===== config.mk =====
export PLATFORM = sky130hd
export DESIGN_NAME = rsa_drain
export DESIGN_NICKNAME = d
export VERILOG_FILES = /design/src/hdl/rsa_ctrl_pkg.sv /design/src/hdl/rsa_data_pkg.sv /design/src/hdl/rsa_drain.sv
export SDC_FILE = /design/constraint.sdc
export NUM_CORES = 1
export LEC_CHECK = 0
export BUFFER_PORTS_ARGS = -buffer_cell sky130_fd_sc_hd__buf_2
export CAP_MARGIN = 10
export CORE_UTILIZATION = 49
export CTS_CLUSTER_DIAMETER = 30
export CTS_CLUSTER_SIZE = 20
export DETAILED_ROUTE_END_ITERATION = 6
export PLACE_DENSITY = 0.72
export SLEW_MARGIN = 20
export SYNTH_ARGS = -nofsm -noshare
export SYNTH_HDL_FRONTEND = slang
export SYNTH_SLANG_ARGS = --single-unit

===== constraint.sdc =====
create_clock -name clk -period 2.4 [get_ports clk]
set_clock_uncertainty 0.05 [all_clocks]
set_input_delay 0.24 -clock clk [delete_from_list [all_inputs] [get_ports clk]]
set_output_delay 0.24 -clock clk [all_outputs]
set_load 0.01 [all_outputs]

===== src/hdl/rsa_ctrl_pkg.sv =====
package rsa_ctrl_pkg;

    // wavefront bits travelling with each term through the grid
    typedef struct packed {
        logic cal_en;     // multiply this cycle
        logic cal_first;  // start a new sum
        logic cal_done;   // this was the final term
    } wave_t;

    // operand port handshake
    typedef enum logic [1:0] {
        feed_idle,
        feed_wait_buffer,   // first beat held until the drain is free
        feed_capture,       // beat enters the array
        feed_wait_release
    } feed_state_e;

    // result port handshake
    typedef enum logic [1:0] {
        drain_collect,
        drain_offer,
        drain_wait_release
    } drain_state_e;

endpackage


===== src/hdl/rsa_data_pkg.sv =====
package rsa_data_pkg;

    // array shape
    localparam int ROWS = 4;
    localparam int COLS = 4;

    // one operand or result element
    typedef logic [15:0] elem_t;  // sums wrap at 16 bits

    // one column of A
    typedef elem_t [ROWS-1:0] a_vec_t;  // element r goes to row r

    // one row of B
    typedef elem_t [COLS-1:0] b_vec_t;  // element c goes to column c

    // one column of C as it leaves the array
    typedef elem_t [ROWS-1:0] c_vec_t;

    // operand beat on the host side
    typedef struct packed {
        a_vec_t a_vec;  // A[*][k]
        b_vec_t b_vec;  // B[k][*]
        logic   last;   // final term of the job
    } operand_beat_t;

    // result beat on the host side
    typedef struct packed {
        c_vec_t c_vec;  // C[*][c]
        logic   last;   // set on column COLS-1
    } result_beat_t;

endpackage


===== src/hdl/rsa_drain.sv =====
`timescale 1ns/1ns

module rsa_drain
    import rsa_data_pkg::*;
    import rsa_ctrl_pkg::*;
(
    input  logic            clk,
    input  logic            i_rst_n,
    input  logic [ROWS-1:0] i_row_val,
    input  c_vec_t          i_row_res,
    output logic            o_buf_empty,
    output logic            o_res_req,
    output result_beat_t    o_res_beat,
    input  logic            i_res_ack
);

    typedef logic [$clog2(COLS):0]   col_cnt_t;  // 0 up to COLS
    typedef logic [$clog2(COLS)-1:0] col_idx_t;

    drain_state_e    state_q;
    col_cnt_t        cnt_q [ROWS];    // elements received per row
    col_idx_t        col_q;           // column on offer
    elem_t           buf_q [ROWS][COLS];
    logic [ROWS-1:0] wr_en;
    logic            all_full;
    logic            any_held;
    logic            last_col;

    always_comb begin
        all_full = 1'b1;
        any_held = 1'b0;
        for (int r = 0; r < ROWS; r++) begin
            wr_en[r] = i_row_val[r] && (state_q == drain_collect) && (cnt_q[r] != COLS);
            if (cnt_q[r] != COLS) begin
                all_full = 1'b0;
            end
            if (cnt_q[r] != '0) begin
                any_held = 1'b1;
            end
        end
    end

    assign last_col = (col_q == col_idx_t'(COLS - 1));

    always_ff @(posedge clk) begin
        if (!i_rst_n) begin
            state_q <= drain_collect;
            col_q   <= '0;
            for (int r = 0; r < ROWS; r++) begin
                cnt_q[r] <= '0;
            end
        end else begin
            for (int r = 0; r < ROWS; r++) begin
                if (wr_en[r]) begin
                    cnt_q[r] <= cnt_q[r] + 1'b1;
                end
            end
            case (state_q)
                drain_collect: begin
                    if (all_full) begin
                        state_q <= drain_offer;
                    end
                end
                drain_offer: begin
                    if (i_res_ack) begin
                        state_q <= drain_wait_release;
                    end
                end
                drain_wait_release: begin
                    if (!i_res_ack) begin
                        if (last_col) begin
                            state_q <= drain_collect;  // buffer free for the next job
                            col_q   <= '0;
                            for (int r = 0; r < ROWS; r++) begin
                                cnt_q[r] <= '0;
                            end
                        end else begin
                            state_q <= drain_offer;
                            col_q   <= col_q + 1'b1;
                        end
                    end
                end
                default: state_q <= drain_collect;
            endcase
        end
    end

    // element c of each row arrives in column order
    always_ff @(posedge clk) begin
        for (int r = 0; r < ROWS; r++) begin
            if (wr_en[r]) begin
                buf_q[r][col_idx_t'(cnt_q[r])] <= i_row_res[r];
            end
        end
    end

    always_comb begin
        for (int r = 0; r < ROWS; r++) begin
            o_res_beat.c_vec[r] = buf_q[r][col_q];
        end
        o_res_beat.last = last_col;
    end

    assign o_res_req   = (state_q == drain_offer);
    assign o_buf_empty = (state_q == drain_collect) && !any_held;

endmodule


Yosys cells after proc, flatten, opt, wreduce, memory -nomap -nowiden
Memory sizes are Yosys's and may differ from the RTL's.
Cells that the tools add are included.
Word-level totals
  register bits: 4
  latch bits: 0
  RAM bits: 268
  memory bits (read-only): 0
  input port bits: 71
  word-level logic and storage cells: 127
  memories: 2
Memories
  buf_q: depth 4, bits a word 64, rd ports 4, clocked after Yosys merged registers in 0, wr ports 4, line rsa_drain.sv:23  | elem_t buf_q [ROWS][COLS];
  cnt_q: depth 4, bits a word 3, rd ports 4, clocked after Yosys merged registers in 0, wr ports 4, line rsa_drain.sv:21  | col_cnt_t cnt_q [ROWS];
Cells by class
  $add $sub $neg: 5
  multiply operators: 0
  divide/modulo/power cells: 0
  $lt $le $gt $ge: 9
  equality and inequality tests: 10
  shifts and indexed selects: 0
  mux-type cells: 64
  bitwise gates (word level): 14
  reductions and logical operators: 21
Operators by type and width (count)
  2-to-1 mux 64 bit: 4
  2-to-1 mux 16 bit: 12
  binary-select mux 16 bit (select 2 bit): 4
  demux 16 bit (select 2 bit): 4
  2-to-1 mux 1 bit: 27
  2-to-1 mux 3 bit: 8
  greater-or-equal comparator 3 bit (second input constant): 5
  inverter 2 -> 3 bit: 5
  logical AND 1 bit: 13
  adder 3 x 1 -> 3 bit (second input constant): 4
  less-than comparator 3 x 1 -> 1 bit (second input constant): 4
  inequality test 3 bit (second input constant): 4
  nonzero test 3 bit: 4
  2-to-1 mux 2 bit: 4
  bitwise OR 1 bit: 8
  case mux 2 bit (3 select lines): 1
  equality test 2 bit (second input constant): 2
  inequality test 2 bit (second input constant): 2
  AND reduction 3 bit: 1
  adder 2 x 1 -> 2 bit (second input constant): 1
  equality test 2 x 1 -> 1 bit (second input constant): 1
  logical NOT 2 bit: 1
  inequality test 2 x 1 -> 1 bit (second input constant): 1
  AND reduction 2 bit: 1
  2 further kinds: 2

Logic depth before layout (Yosys ltp)
  depth after elaboration: 8
  gate-level depth with buffers: 5
  mapped depth without buffers: 5

Worst setup path before layout
No wires, ideal clock.
  path kind: register -> register
  from: memory cnt_q[3][0] (netlist bit)
  to: memory buf_q[3][0] (netlist bit), enable pin
  library setup time: 0.409 ns
  arrival: 2.108 ns
  data required time: 1.941 ns
  path slack: -0.167 ns
  stages on the path, launching flop included: 5
  buffers on the path: 0
  path through: dfxtp_1 inv_1 ha_1 a211o_1 nor3_1
RTL lines (line)
  from (decl): rsa_drain.sv:21
  to (decl): rsa_drain.sv:23

==> flow_summary.json <==
{
  "outcome": "finished, final reports clean",
  "fin_setup_tns_ps": 0,
  "post_synth_instance_area_um2": 10400,
  "drt-total-wl_um": 19500,
  "cp_max_fo": 49,
  "hold_depth": 4,
  "slew_viol_final": 0,
  "finalCritPeriodShare_pct": 95.3,
  "clk_pin_slew_ps": 60,
  "place_congestion": 0.769,
  "p_clk_share_pct": 51.9,
  "p_comb_share_pct": 5.3,
  "fillers": 1311,
  "hold_class": "input port to register",
  "dp_cells": 866,
  "overflow": 0,
  "grt_pass1_wl_um": 30700,
  "critical_path_class": "register to output port",
  "cap_violations": 0,
  "viasPerCell": 5.25,
  "p_switching_w": 0.00274,
  "die_h_um": 147,
  "final_common_cell": "edfxtp_1",
  "worst_slew_margin_rel_pct": 59.8,
  "area_delta_synth_final_pct": 33.0,
  "swShare_pct": 21.2,
  "cp-end-kind": "output port",
  "final_cell_mix": "262 x edfxtp_1, 137 x buf_2, 68 x dlygate4sd3_1",
  "async_flop_share_pct": 0,
  "cp.required_ps": 2110,
  "post-dp-hpwl_um": 11500,
  "finalCriticalPeriod_ps": 2290,
  "cts_buffers": 49,
  "p_int_w": 0.0102,
  "ys_types": 41,
  "worstMarginPinSlew_ps": 598,
  "ys_seq_area_share_pct": 77.9,
  "syn_nets": 546,
  "core_um2": 20500,
  "clkSinkCount": 272,
  "first_pass_iters": 4,
  "clockBufferDepth": 3,
  "grt_usage_pct": 18.5,
  "row_count": 52,
  "vias": 5366,
  "fmax_mhz": 437,
  "seqPwrFrac_pct": 42.9,
  "grt_max_degree": 50,
  "synth_seq_cells": 272,
  "chipWidth_um": 147,
  "p_per_area_nw_per_um2": 936,
  "syn_avg_cell_area_um2": 22.6,
  "rsz0062_at_grt": "no",
  "antenna_found_initial": 1,
  "htree_levels": 2,
  "synth-edff-count": 262,
  "critPathArrivalTime_ps": 2000,
  "place_ws_ps": 268,
  "root_buffer": "clkbuf_16",
  "initial_core_util_pct": 50.6,
  "drc_errors": 0,
  "synthCells": 458,
  "drtIter0Drc": 284,
  "post_cts_buffers": 0,
  "diodes": 0,
  "dieArea_um2": 21700,
  "setup_slack_ps": 112,
  "ys_warn_count": 0,
  "portBuffers": 137,
  "final_cells": 1023,
  "clock_latency_ps": 520,
  "power_w": 0.0129,
  "setup_viol": 0,
  "drtAntennaViolNets": 0,
  "ys.flop_type": "edfxtp_1",
  "critPathLaunchType": "register",
  "drive_above_1_share_pct": 41.0,
  "nNetsFinal": 803,
  "rr_worst_depth": 5,
  "ir_drop_mv": 0.620,
  "wl_per_cell_um": 19.1,
  "grt_pass1_vias": 5809,
  "io_pins": 138,
  "cts_tree": "yes",
  "p_leak_nw": 4.93,
  "finalHoldViolCount": 0,
  "fin_hold_ws_ps": 178
}
[layer usage]
layer | track usage [%] | wire length [um] | vias to the layer above
li1 | - | - | 2443
met1 | 24.0 | 8260 | 2716
met2 | 30.7 | 9690 | 166
met3 | 4.81 | 1150 | 39
met4 | 6.08 | 387 | 2
met5 | 0 | 13 | -
[power by group through the flow]
stage	sequential [W]	clock, W	combinational [W]
after floorplan	0.00560	0	0.000298
after global placement	0.00560	0	0.000568
after detailed placement	0.00562	0	0.000595
after CTS	0.00553	0.00681	0.000687
after global routing	0.00554	0.00702	0.000739
final	0.00553	0.00669	0.000678
[registers in the layout, summed over array words and instances, names as in the netlist]
name / flops
state_q: 2
buf_q: 256
col_q: 2
cnt_q: 12
[layout make-up]
| cell class | instances | area, um2 | area share (%) |
|---|---|---|---|
| clock buffers | 60 | 1310 | 9.50 |
| inverters | 11 | 41.3 | 0.300 |
| repair buffers | 225 | 1540 | 11.2 |
| flip-flops and latches | 272 | 8080 | 58.6 |
| clock inverters | 29 | 334 | 2.42 |
| multi-input cells | 156 | 2140 | 15.6 |
| well taps | 270 | 338 | 2.45 |
[critical path, cell delays in order (launching register included)]
cell and delay (ps):
dfxtp_4 360, buf_12 360, mux4_2 580, buf_2 160
[per-stage QoR]
step           util (%)  cell area, um2
3_5_place_dp       55.9           11500
4_1_cts            67.2           13800
2_1_floorplan         -           10400
5_1_grt            67.3           13800
6_report           67.3           13800
3_3_place_gp       55.9           11500
[what timing repair did]
action | CTS | global route
hold buffers | 68 | 0
resized for setup | 0 | 1
endpoints found under the hold margin | 262 | 0
endpoints found under the setup margin | 0 | 1
[path summary, 6_finish.rpt]
path / from / endpoint / slack, ps
worst max register to register: cnt_q[1][0] / buf_q[1][11] / 270
worst min-delay path: i_row_val[0] / cnt_q[0][1] / 180
worst min register to register: cnt_q[3][0] / cnt_q[3][0] / 470
worst max-delay path: col_q[0] / o_res_beat[1] / 110
[synthesized netlist by cell type (3+ instances only)]
library cell / count / area (um2)
nor3_1: 5 / 25.0
buf_6: 4 / 45.0
dfxtp_1: 10 / 200
inv_1: 11 / 41.3
o21ai_0: 5 / 25.0
and2_1: 4 / 25.0
and3_1: 14 / 87.6
mux4_2: 64 / 1440
ha_1: 17 / 213
edfxtp_1: 262 / 7870
clkbuf_1: 4 / 15.0
nor2_1: 3 / 11.3
nand3_1: 4 / 20.0
buf_4: 3 / 22.5
buf_2: 7 / 35.0
a21oi_1: 8 / 40.0
[cells by family (layout without fill, tap and decap cells)]
logic type / Yosys count / count (layout) / synth area share (%)
AOI/OAI and AO/OA: 23 / 23 / 1.39
xor gates and xnor gates: 2 / 2 / 0.169
adders and majority gates: 17 / 17 / 2.05
buffers and inverters: 30 / 325 / 1.57
DFF: 272 / 272 / 77.9
muxes: 66 / 66 / 14.1
and+or+nand+nor: 48 / 48 / 2.86
(Power assumes the default switching activity.)
