## src/hdl/rsa_ctrl_pkg.sv

```systemverilog
package rsa_ctrl_pkg;

    // wavefront bits travelling with each term through the grid
    typedef struct packed {
        logic cal_en;     // multiply this cycle
        logic cal_first;  // start a new sum
        logic cal_done;   // this was the final term
    } wave_t;

    // operand port handshake
    typedef enum logic [1:0] {
        feed_idle,
        feed_wait_buffer,   // first beat held until the drain is free
        feed_capture,       // beat enters the array
        feed_wait_release
    } feed_state_e;

    // result port handshake
    typedef enum logic [1:0] {
        drain_collect,
        drain_offer,
        drain_wait_release
    } drain_state_e;

endpackage

```

## src/hdl/rsa_data_pkg.sv

```systemverilog
package rsa_data_pkg;

    // array shape
    localparam int ROWS = 4;
    localparam int COLS = 4;

    // one operand or result element
    typedef logic [15:0] elem_t;  // sums wrap at 16 bits

    // one column of A
    typedef elem_t [ROWS-1:0] a_vec_t;  // element r goes to row r

    // one row of B
    typedef elem_t [COLS-1:0] b_vec_t;  // element c goes to column c

    // one column of C as it leaves the array
    typedef elem_t [ROWS-1:0] c_vec_t;

    // operand beat on the host side
    typedef struct packed {
        a_vec_t a_vec;  // A[*][k]
        b_vec_t b_vec;  // B[k][*]
        logic   last;   // final term of the job
    } operand_beat_t;

    // result beat on the host side
    typedef struct packed {
        c_vec_t c_vec;  // C[*][c]
        logic   last;   // set on column COLS-1
    } result_beat_t;

endpackage

```

## src/hdl/rsa_feeder.sv

```systemverilog
`timescale 1ns/1ns

module rsa_feeder
    import rsa_data_pkg::*;
    import rsa_ctrl_pkg::*;
(
    input  logic          clk,
    input  logic          i_rst_n,
    input  logic          i_op_req,
    input  operand_beat_t i_op_beat,
    output logic          o_op_ack,
    input  logic          i_buf_empty,
    output a_vec_t        o_west,
    output b_vec_t        o_south,
    output wave_t         o_wave
);

    feed_state_e   state_q;
    operand_beat_t beat_q;       // beat presented during the capture cycle
    logic          job_start_q;  // next beat opens a new job
    logic          pending_q;    // last beat sent, results not yet seen in the drain
    logic          stall;
    logic          load;
    logic          cap;

    // a new job waits until the previous one has fully left the drain
    assign stall = job_start_q && (pending_q || !i_buf_empty);

    assign load = !stall &&
                  (((state_q == feed_idle) && i_op_req) || (state_q == feed_wait_buffer));

    assign cap = (state_q == feed_capture);

    assign o_op_ack = (state_q == feed_capture) || (state_q == feed_wait_release);

    always_ff @(posedge clk) begin
        if (!i_rst_n) begin
            state_q     <= feed_idle;
            job_start_q <= 1'b1;
            pending_q   <= 1'b0;
        end else begin
            case (state_q)
                feed_idle: begin
                    if (load) begin
                        state_q <= feed_capture;
                    end else if (i_op_req) begin
                        state_q <= feed_wait_buffer;
                    end
                end
                feed_wait_buffer: begin
                    if (load) begin
                        state_q <= feed_capture;
                    end
                end
                feed_capture: begin
                    state_q     <= feed_wait_release;
                    job_start_q <= beat_q.last;  // after the last beat a new job begins
                end
                feed_wait_release: begin
                    if (!i_op_req) begin
                        state_q <= feed_idle;
                    end
                end
                default: state_q <= feed_idle;
            endcase

            if (cap && beat_q.last) begin
                pending_q <= 1'b1;
            end else if (!i_buf_empty) begin
                pending_q <= 1'b0;  // results of that job have started to arrive
            end
        end
    end

    always_ff @(posedge clk) begin
        if (load) begin
            beat_q <= i_op_beat;
        end
    end

    // wave enters cell (0,0) together with row 0 and column 0 operands
    assign o_wave = '{cal_en:    cap,
                      cal_first: cap && job_start_q,
                      cal_done:  cap && beat_q.last};

    // row r of A is held back r cycles
    for (genvar r = 0; r < ROWS; r++) begin : g_a_skew
        if (r == 0) begin : g_direct
            assign o_west[r] = beat_q.a_vec[r];
        end else begin : g_delay
            elem_t dly_q [r];

            always_ff @(posedge clk) begin
                dly_q[0] <= beat_q.a_vec[r];
                for (int j = 1; j < r; j++) begin
                    dly_q[j] <= dly_q[j-1];
                end
            end

            assign o_west[r] = dly_q[r-1];
        end
    end

    // column c of B is held back c cycles
    for (genvar c = 0; c < COLS; c++) begin : g_b_skew
        if (c == 0) begin : g_direct
            assign o_south[c] = beat_q.b_vec[c];
        end else begin : g_delay
            elem_t dly_q [c];

            always_ff @(posedge clk) begin
                dly_q[0] <= beat_q.b_vec[c];
                for (int j = 1; j < c; j++) begin
                    dly_q[j] <= dly_q[j-1];
                end
            end

            assign o_south[c] = dly_q[c-1];
        end
    end

endmodule

```

## config.mk

```make
export PLATFORM = sky130hd
export DESIGN_NAME = rsa_feeder
export DESIGN_NICKNAME = d
export VERILOG_FILES = /design/src/hdl/rsa_ctrl_pkg.sv /design/src/hdl/rsa_data_pkg.sv /design/src/hdl/rsa_feeder.sv
export SDC_FILE = /design/constraint.sdc
export NUM_CORES = 1
export LEC_CHECK = 0
export BUFFER_PORTS_ARGS = -buffer_cell sky130_fd_sc_hd__buf_2
export CORE_MARGIN = 4
export CORE_UTILIZATION = 54
export CTS_CLUSTER_SIZE = 14
export DETAILED_ROUTE_END_ITERATION = 6
export GPL_ROUTABILITY_DRIVEN = 0
export HOLD_SLACK_MARGIN = 0.03
export PLACE_DENSITY = 0.95
export SLEW_MARGIN = 10
export SYNTH_ARGS = -nofsm -noshare
export SYNTH_HDL_FRONTEND = slang
export SYNTH_SLANG_ARGS = --single-unit
```

## constraint.sdc

```tcl
create_clock -name clk -period 18.9 [get_ports clk]
set_input_delay 0.945 -clock clk [delete_from_list [all_inputs] [get_ports clk]]
set_output_delay 0.945 -clock clk [all_outputs]
set_load 0.01 [all_outputs]
```

# After elaboration in Yosys (flattened, before gate mapping)
# Memory sizes are Yosys's and may differ from the RTL's.
# Cells that the tools add are included.
totals:
  ff_bits: 133
  ramBits: 192
  word_cells: 44
  n_memories: 6
mem_list:
  columns: ["name", "depth", "width", "rd", "rd_ports_with_merged_regs", "write_ports", "line_no", "source"]
  rows:
  - ["g_a_skew[3].g_delay.dly_q", 3, 16, 3, 0, 3, "rsa_feeder.sv:91", "elem_t dly_q [r];"]
  - ["g_b_skew[3].g_delay.dly_q", 3, 16, 3, 0, 3, "rsa_feeder.sv:109", "elem_t dly_q [c];"]
  - ["g_a_skew[2].g_delay.dly_q", 2, 16, 2, 0, 2, "rsa_feeder.sv:91", null]
  - ["g_b_skew[2].g_delay.dly_q", 2, 16, 2, 0, 2, "rsa_feeder.sv:109", null]
  - ["g_a_skew[1].g_delay.dly_q", 1, 16, 1, 0, 1, "rsa_feeder.sv:91", null]
  - ["g_b_skew[1].g_delay.dly_q", 1, 16, 1, 0, 1, "rsa_feeder.sv:109", null]
op_classes:
  eq_ne: 7
  mux: 7
  reduce_logical: 12
ops:
  columns: ["op", "n"]
  rows:
  - ["two-way mux 2 bit", 4]
  - ["one-hot mux 2 bit (4 select lines)", 1]
  - ["logical AND 1 bit", 5]
  - ["equality test 2 bit, second input constant", 2]
  - ["inequality test 2 bit, second input constant", 2]
  - ["logical OR 1 bit", 3]
  - ["inequality test 3 bit, second input constant", 1]
  - ["AND reduction 3 bit", 1]
  - ["equality test 2 x 1 -> 1 bit, second input constant", 1]
  - ["logical NOT 1 bit", 2]
  - ["logical NOT 2 bit", 1]
  - ["two-way mux 1 bit", 2]
  - ["inequality test 2 x 1 -> 1 bit, second input constant", 1]

# Longest topological paths before layout
depth:
  word_depth: 7
  mapped_depth: 6

# Worst setup path before layout
# Ideal clock, no wire load.
synth_timing:
  path_kind: "input port to flip-flop"
  startpoint: "input port i_buf_empty"
  endpoint: "register beat_q[0] (netlist name) (enable)"
  setup_ns: 0.618
  arrival_ns: 6.398
  required_ns: 18.282
  path_slack_ns: 11.884
  path_stages: 2
  path_buffers: 0
  cell_sequence: "a21boi_2 -> nor2_1"
synth_between:
  elab_chain_cells: 5
synth_lines:
  columns: ["item", "line_no", "source"]
  rows:
  - ["start: declaration", "rsa_feeder.sv:12", "input logic i_buf_empty,"]
  - ["logical NOT 1 bit", null, null]
  - ["logical OR 1 bit", "rsa_feeder.sv:27", "assign stall = job_start_q && (pending_q || !i_buf_empty);"]
  - ["logical AND 1 bit", "rsa_feeder.sv:27", null]
  - ["logical NOT 1 bit", "rsa_feeder.sv:29", "assign load = !stall &&"]
  - ["logical AND 1 bit", "rsa_feeder.sv:29", null]
  - ["via load", "rsa_feeder.sv:23", "logic load;"]
  - ["end signal: assignment", "rsa_feeder.sv:77", "beat_q <= i_op_beat;"]
  - ["end: declaration", "rsa_feeder.sv:19", "operand_beat_t beat_q;"]
# The timed path passes the listed nets, and every way through them passes these cells.
# A chain may end at the register's enable or synchronous reset.

# Final worst setup path
layout_timing:
  startpoint: "register state_q[0]"
  endpoint: "output port o_op_ack"
layout_between:
  elab_chain_cells: 2
layout_lines:
  columns: ["item", "line_no", "source"]
  rows:
  - ["start: declaration", "rsa_feeder.sv:18", "feed_state_e state_q;"]
  - ["start signal: assignment", "rsa_feeder.sv:38", "state_q <= feed_idle;"]
  - ["start signal: assignment", "rsa_feeder.sv:45", "state_q <= feed_capture;"]
  - ["start signal: assignment", "rsa_feeder.sv:47", "state_q <= feed_wait_buffer;"]
  - ["equality test 2 bit", "rsa_feeder.sv:34", "assign o_op_ack = (state_q == feed_capture) || (state_q == feed_wait_release);"]
  - ["logical OR 1 bit *", "rsa_feeder.sv:34", null]
  - ["end: declaration", "rsa_feeder.sv:11", "output logic o_op_ack,"]
# Every way passes the cells marked *; elsewhere a longest branch is shown, timed or not.

==> qor.txt <==
Fmax: 0.381 GHz
Syn_nets: 588
DR iter-0 viols: 156
Power consumption: 1.73 mW
Worst setup EP type: output port
Total Nets Final: 789
Outcome: complete, no violations
Die area: 0.0183 mm2
Synth Instances: 451
RSZ-0062 raised after global routing: no
DPL Wire Length: 10100 um
Crit path kind: flop to output port
Ys Warns: 0
Sequential cell area: 0.00780 mm2
Final min period: 2620 ps
Required time of the critical path: 17950 ps
Hold Crit Endpoint: g_a_skew[2].g_delay.dly_q[0][24]
Global-route wire length before repair: 21300 um
Most used DFF post-synth: dfxtp_1
GRT Util Overall: 15.4%
Vias in the first global route: 4199
Max VDD drop: 0.116 mV
Clk_skew: 7.26 ps
CTS sink count: 325
Post-CTS Resized: 0
Layout cells sized above 1: 45.7%
Post-DRT Antenna Nets: 0
Final Setup Violations: 0
Reg-to-reg slack, setup: 16770 ps
Synth area leaders: dfxtp_1 45%, edfxtp_1 44%, buf_4 8.3%, ha_1 0.57%, inv_1 0.22%
Design area: 0.0106 mm2
Worst r2r src: state_q[1]
Post-synth top area cell: dfxtp_1
Worst-path clk slew: 60 ps
Hold depth: 0
Die extent in x: 135 um
Slew at the pin closest to its max-slew limit: 1010 ps
Area delta synth->final: 20.9%
Fillers: 1068
Drt first pass iters: 4
HP Start: g_a_skew[2].g_delay.dly_q[0][8]
Arr. time, crit path: 1680 ps
Num CTS Buffers: 30
Via count: 3836
FF+latch count, synth: 325
Dpl cell area: 0.00961 mm2
Slew Limit Headroom: 32.4%
Number of core rows: 46
Largest net degree at the start of global routing: 82
Most frequent cells after synthesis: 196 x dfxtp_1, 129 x edfxtp_1, 97 x buf_4
H-tree Lvls: 1
Sequential area share after synthesis: 89.4%
# DRC: 0
Pwr/cell area: 164 mW/mm2
Via density: 4.29
Routed wire length: 14300 um
Post-synth EDFFs: 129
Post-synth cell types: 21
Static Leak: 4.47 nW
Final Hold Fails: 0
Max_cap viols: 0
Initial antenna violation count: 5
CP Launch Type: flop
Post-Syn Area: 0.00872 mm2
Reg2Reg Depth: 5
I/O Pins: 265
WL/cell: 16.0 um
Port bufs: 264
Post-CTS Setup Bufs: 0
Post-synth top area share: 45.0%
Cts hold-fix bufs: 0
Final core area utilization: 66.4%
Overflow after GRT: 0
Starting density of the core: 54.9%
Async SR Flop Fraction: 0%
Post-Route Setup TNS: 0 ps
CTS tree: done
Crit path max fanout: 5
Core Area: 0.0159 mm2
Max Root-Sink Buffers: 3
Final worst path period share: 13.9%
Cell with the most instances after synthesis: dfxtp_1
Tightest Hold Check Type: flop to flop
Worst flop-to-flop path endpoint: beat_q[25]
Mapped Avg Cell Area: 19.3 um2
Die Y-Extent: 135 um
Root Buffer: clkbuf_16
Footprint of the multi-input gates: 188 um2
Worst-Skew Late Latency: 520 ps
Max-slew violations: 0
-- cell families after synthesis --
family	after synthesis	synth area share [%]
multiplexers	1	0.115
AO/OA/AOI/OAI	9	0.846
AND/OR/NAND/NOR	10	0.531
adder cells (fa/ha/maj)	4	0.574
buffers and inverters	102	8.56
flip-flops	325	89.4
-- report_power, final --
group | switching [mW] | internal [mW] | total, mW
sequential | 0.0443 | 0.931 | 0.975
clock | 0.227 | 0.329 | 0.555
combinational | 0.130 | 0.0690 | 0.199
total | 0.401 | 1.33 | 1.73
-- how the worst max path moves through the flow --
stage | startpoint | to | slack [ps] | depth (start not counted)
2_1_floorplan | i_buf_empty | beat_q[0] | 11880 | 2
3_3_place_gp | i_buf_empty | beat_q[106] | 16480 | 4
3_5_place_dp | i_buf_empty | o_west[14] | 16430 | 4
4_1_cts | state_q[0] | o_op_ack | 16250 | 4
5_1_grt | state_q[0] | o_op_ack | 16180 | 4
6_report | state_q[0] | o_op_ack | 16280 | 4
-- routing by layer --
| metal | track usage, % | part of all wire, % |
|---|---|---|
| met1 | 15.3 | 33 |
| met2 | 28.1 | 53 |
| met3 | 6.11 | 10 |
| met4 | 6.94 | 3.7 |
| met5 | 0 | 0.33 |
-- worst max-delay path, cell delays in order, from the launching register on --
cell and delay (ps):
dfxtp_1 380, inv_1 80, ha_1 250, or2_2 300
buf_2 140
-- metrics by stage --
step                      hold WS (ps)  setup slack, ps  std cells
final                              325            16280        894
after detailed placement           312            16430        836
after global routing               325            16180        894
after global placement             310            16480        836
after CTS                          325            16250        892
after floorplan                    310            11880        451
-- layout make-up --
class | count | share of cell area, %
inverters | 5 | 0.178
clock inverters | 6 | 0.557
clock buffers | 50 | 8.31
diodes | 2 | 0.0474
flip-flops and latches | 325 | 73.9
well taps | 216 | 2.56
multi-input cells | 24 | 1.78
repair buffers | 266 | 12.7
-- sequential cells by signal (all words and copies together) (netlist names) --
signal                  cells
pending_q                   1
g_b_skew.g_delay.dly_q     96
state_q                     2
o_south                    16
beat_q                     97
o_west                     16
g_a_skew.g_delay.dly_q     96
job_start_q                 1
-- cell usage in the layout, fill, tap and decap left out, types with 2 or more instances in the layout --
master	count
buf_4	2
buf_2	264
clkbuf_8	3
nand2_1	4
clkinv_2	2
inv_1	5
clkbuf_16	31
clkbuf_1	16
dfxtp_1	196
diode_2	2
ha_1	4
edfxtp_1	129
(Power assumes the default switching activity.)
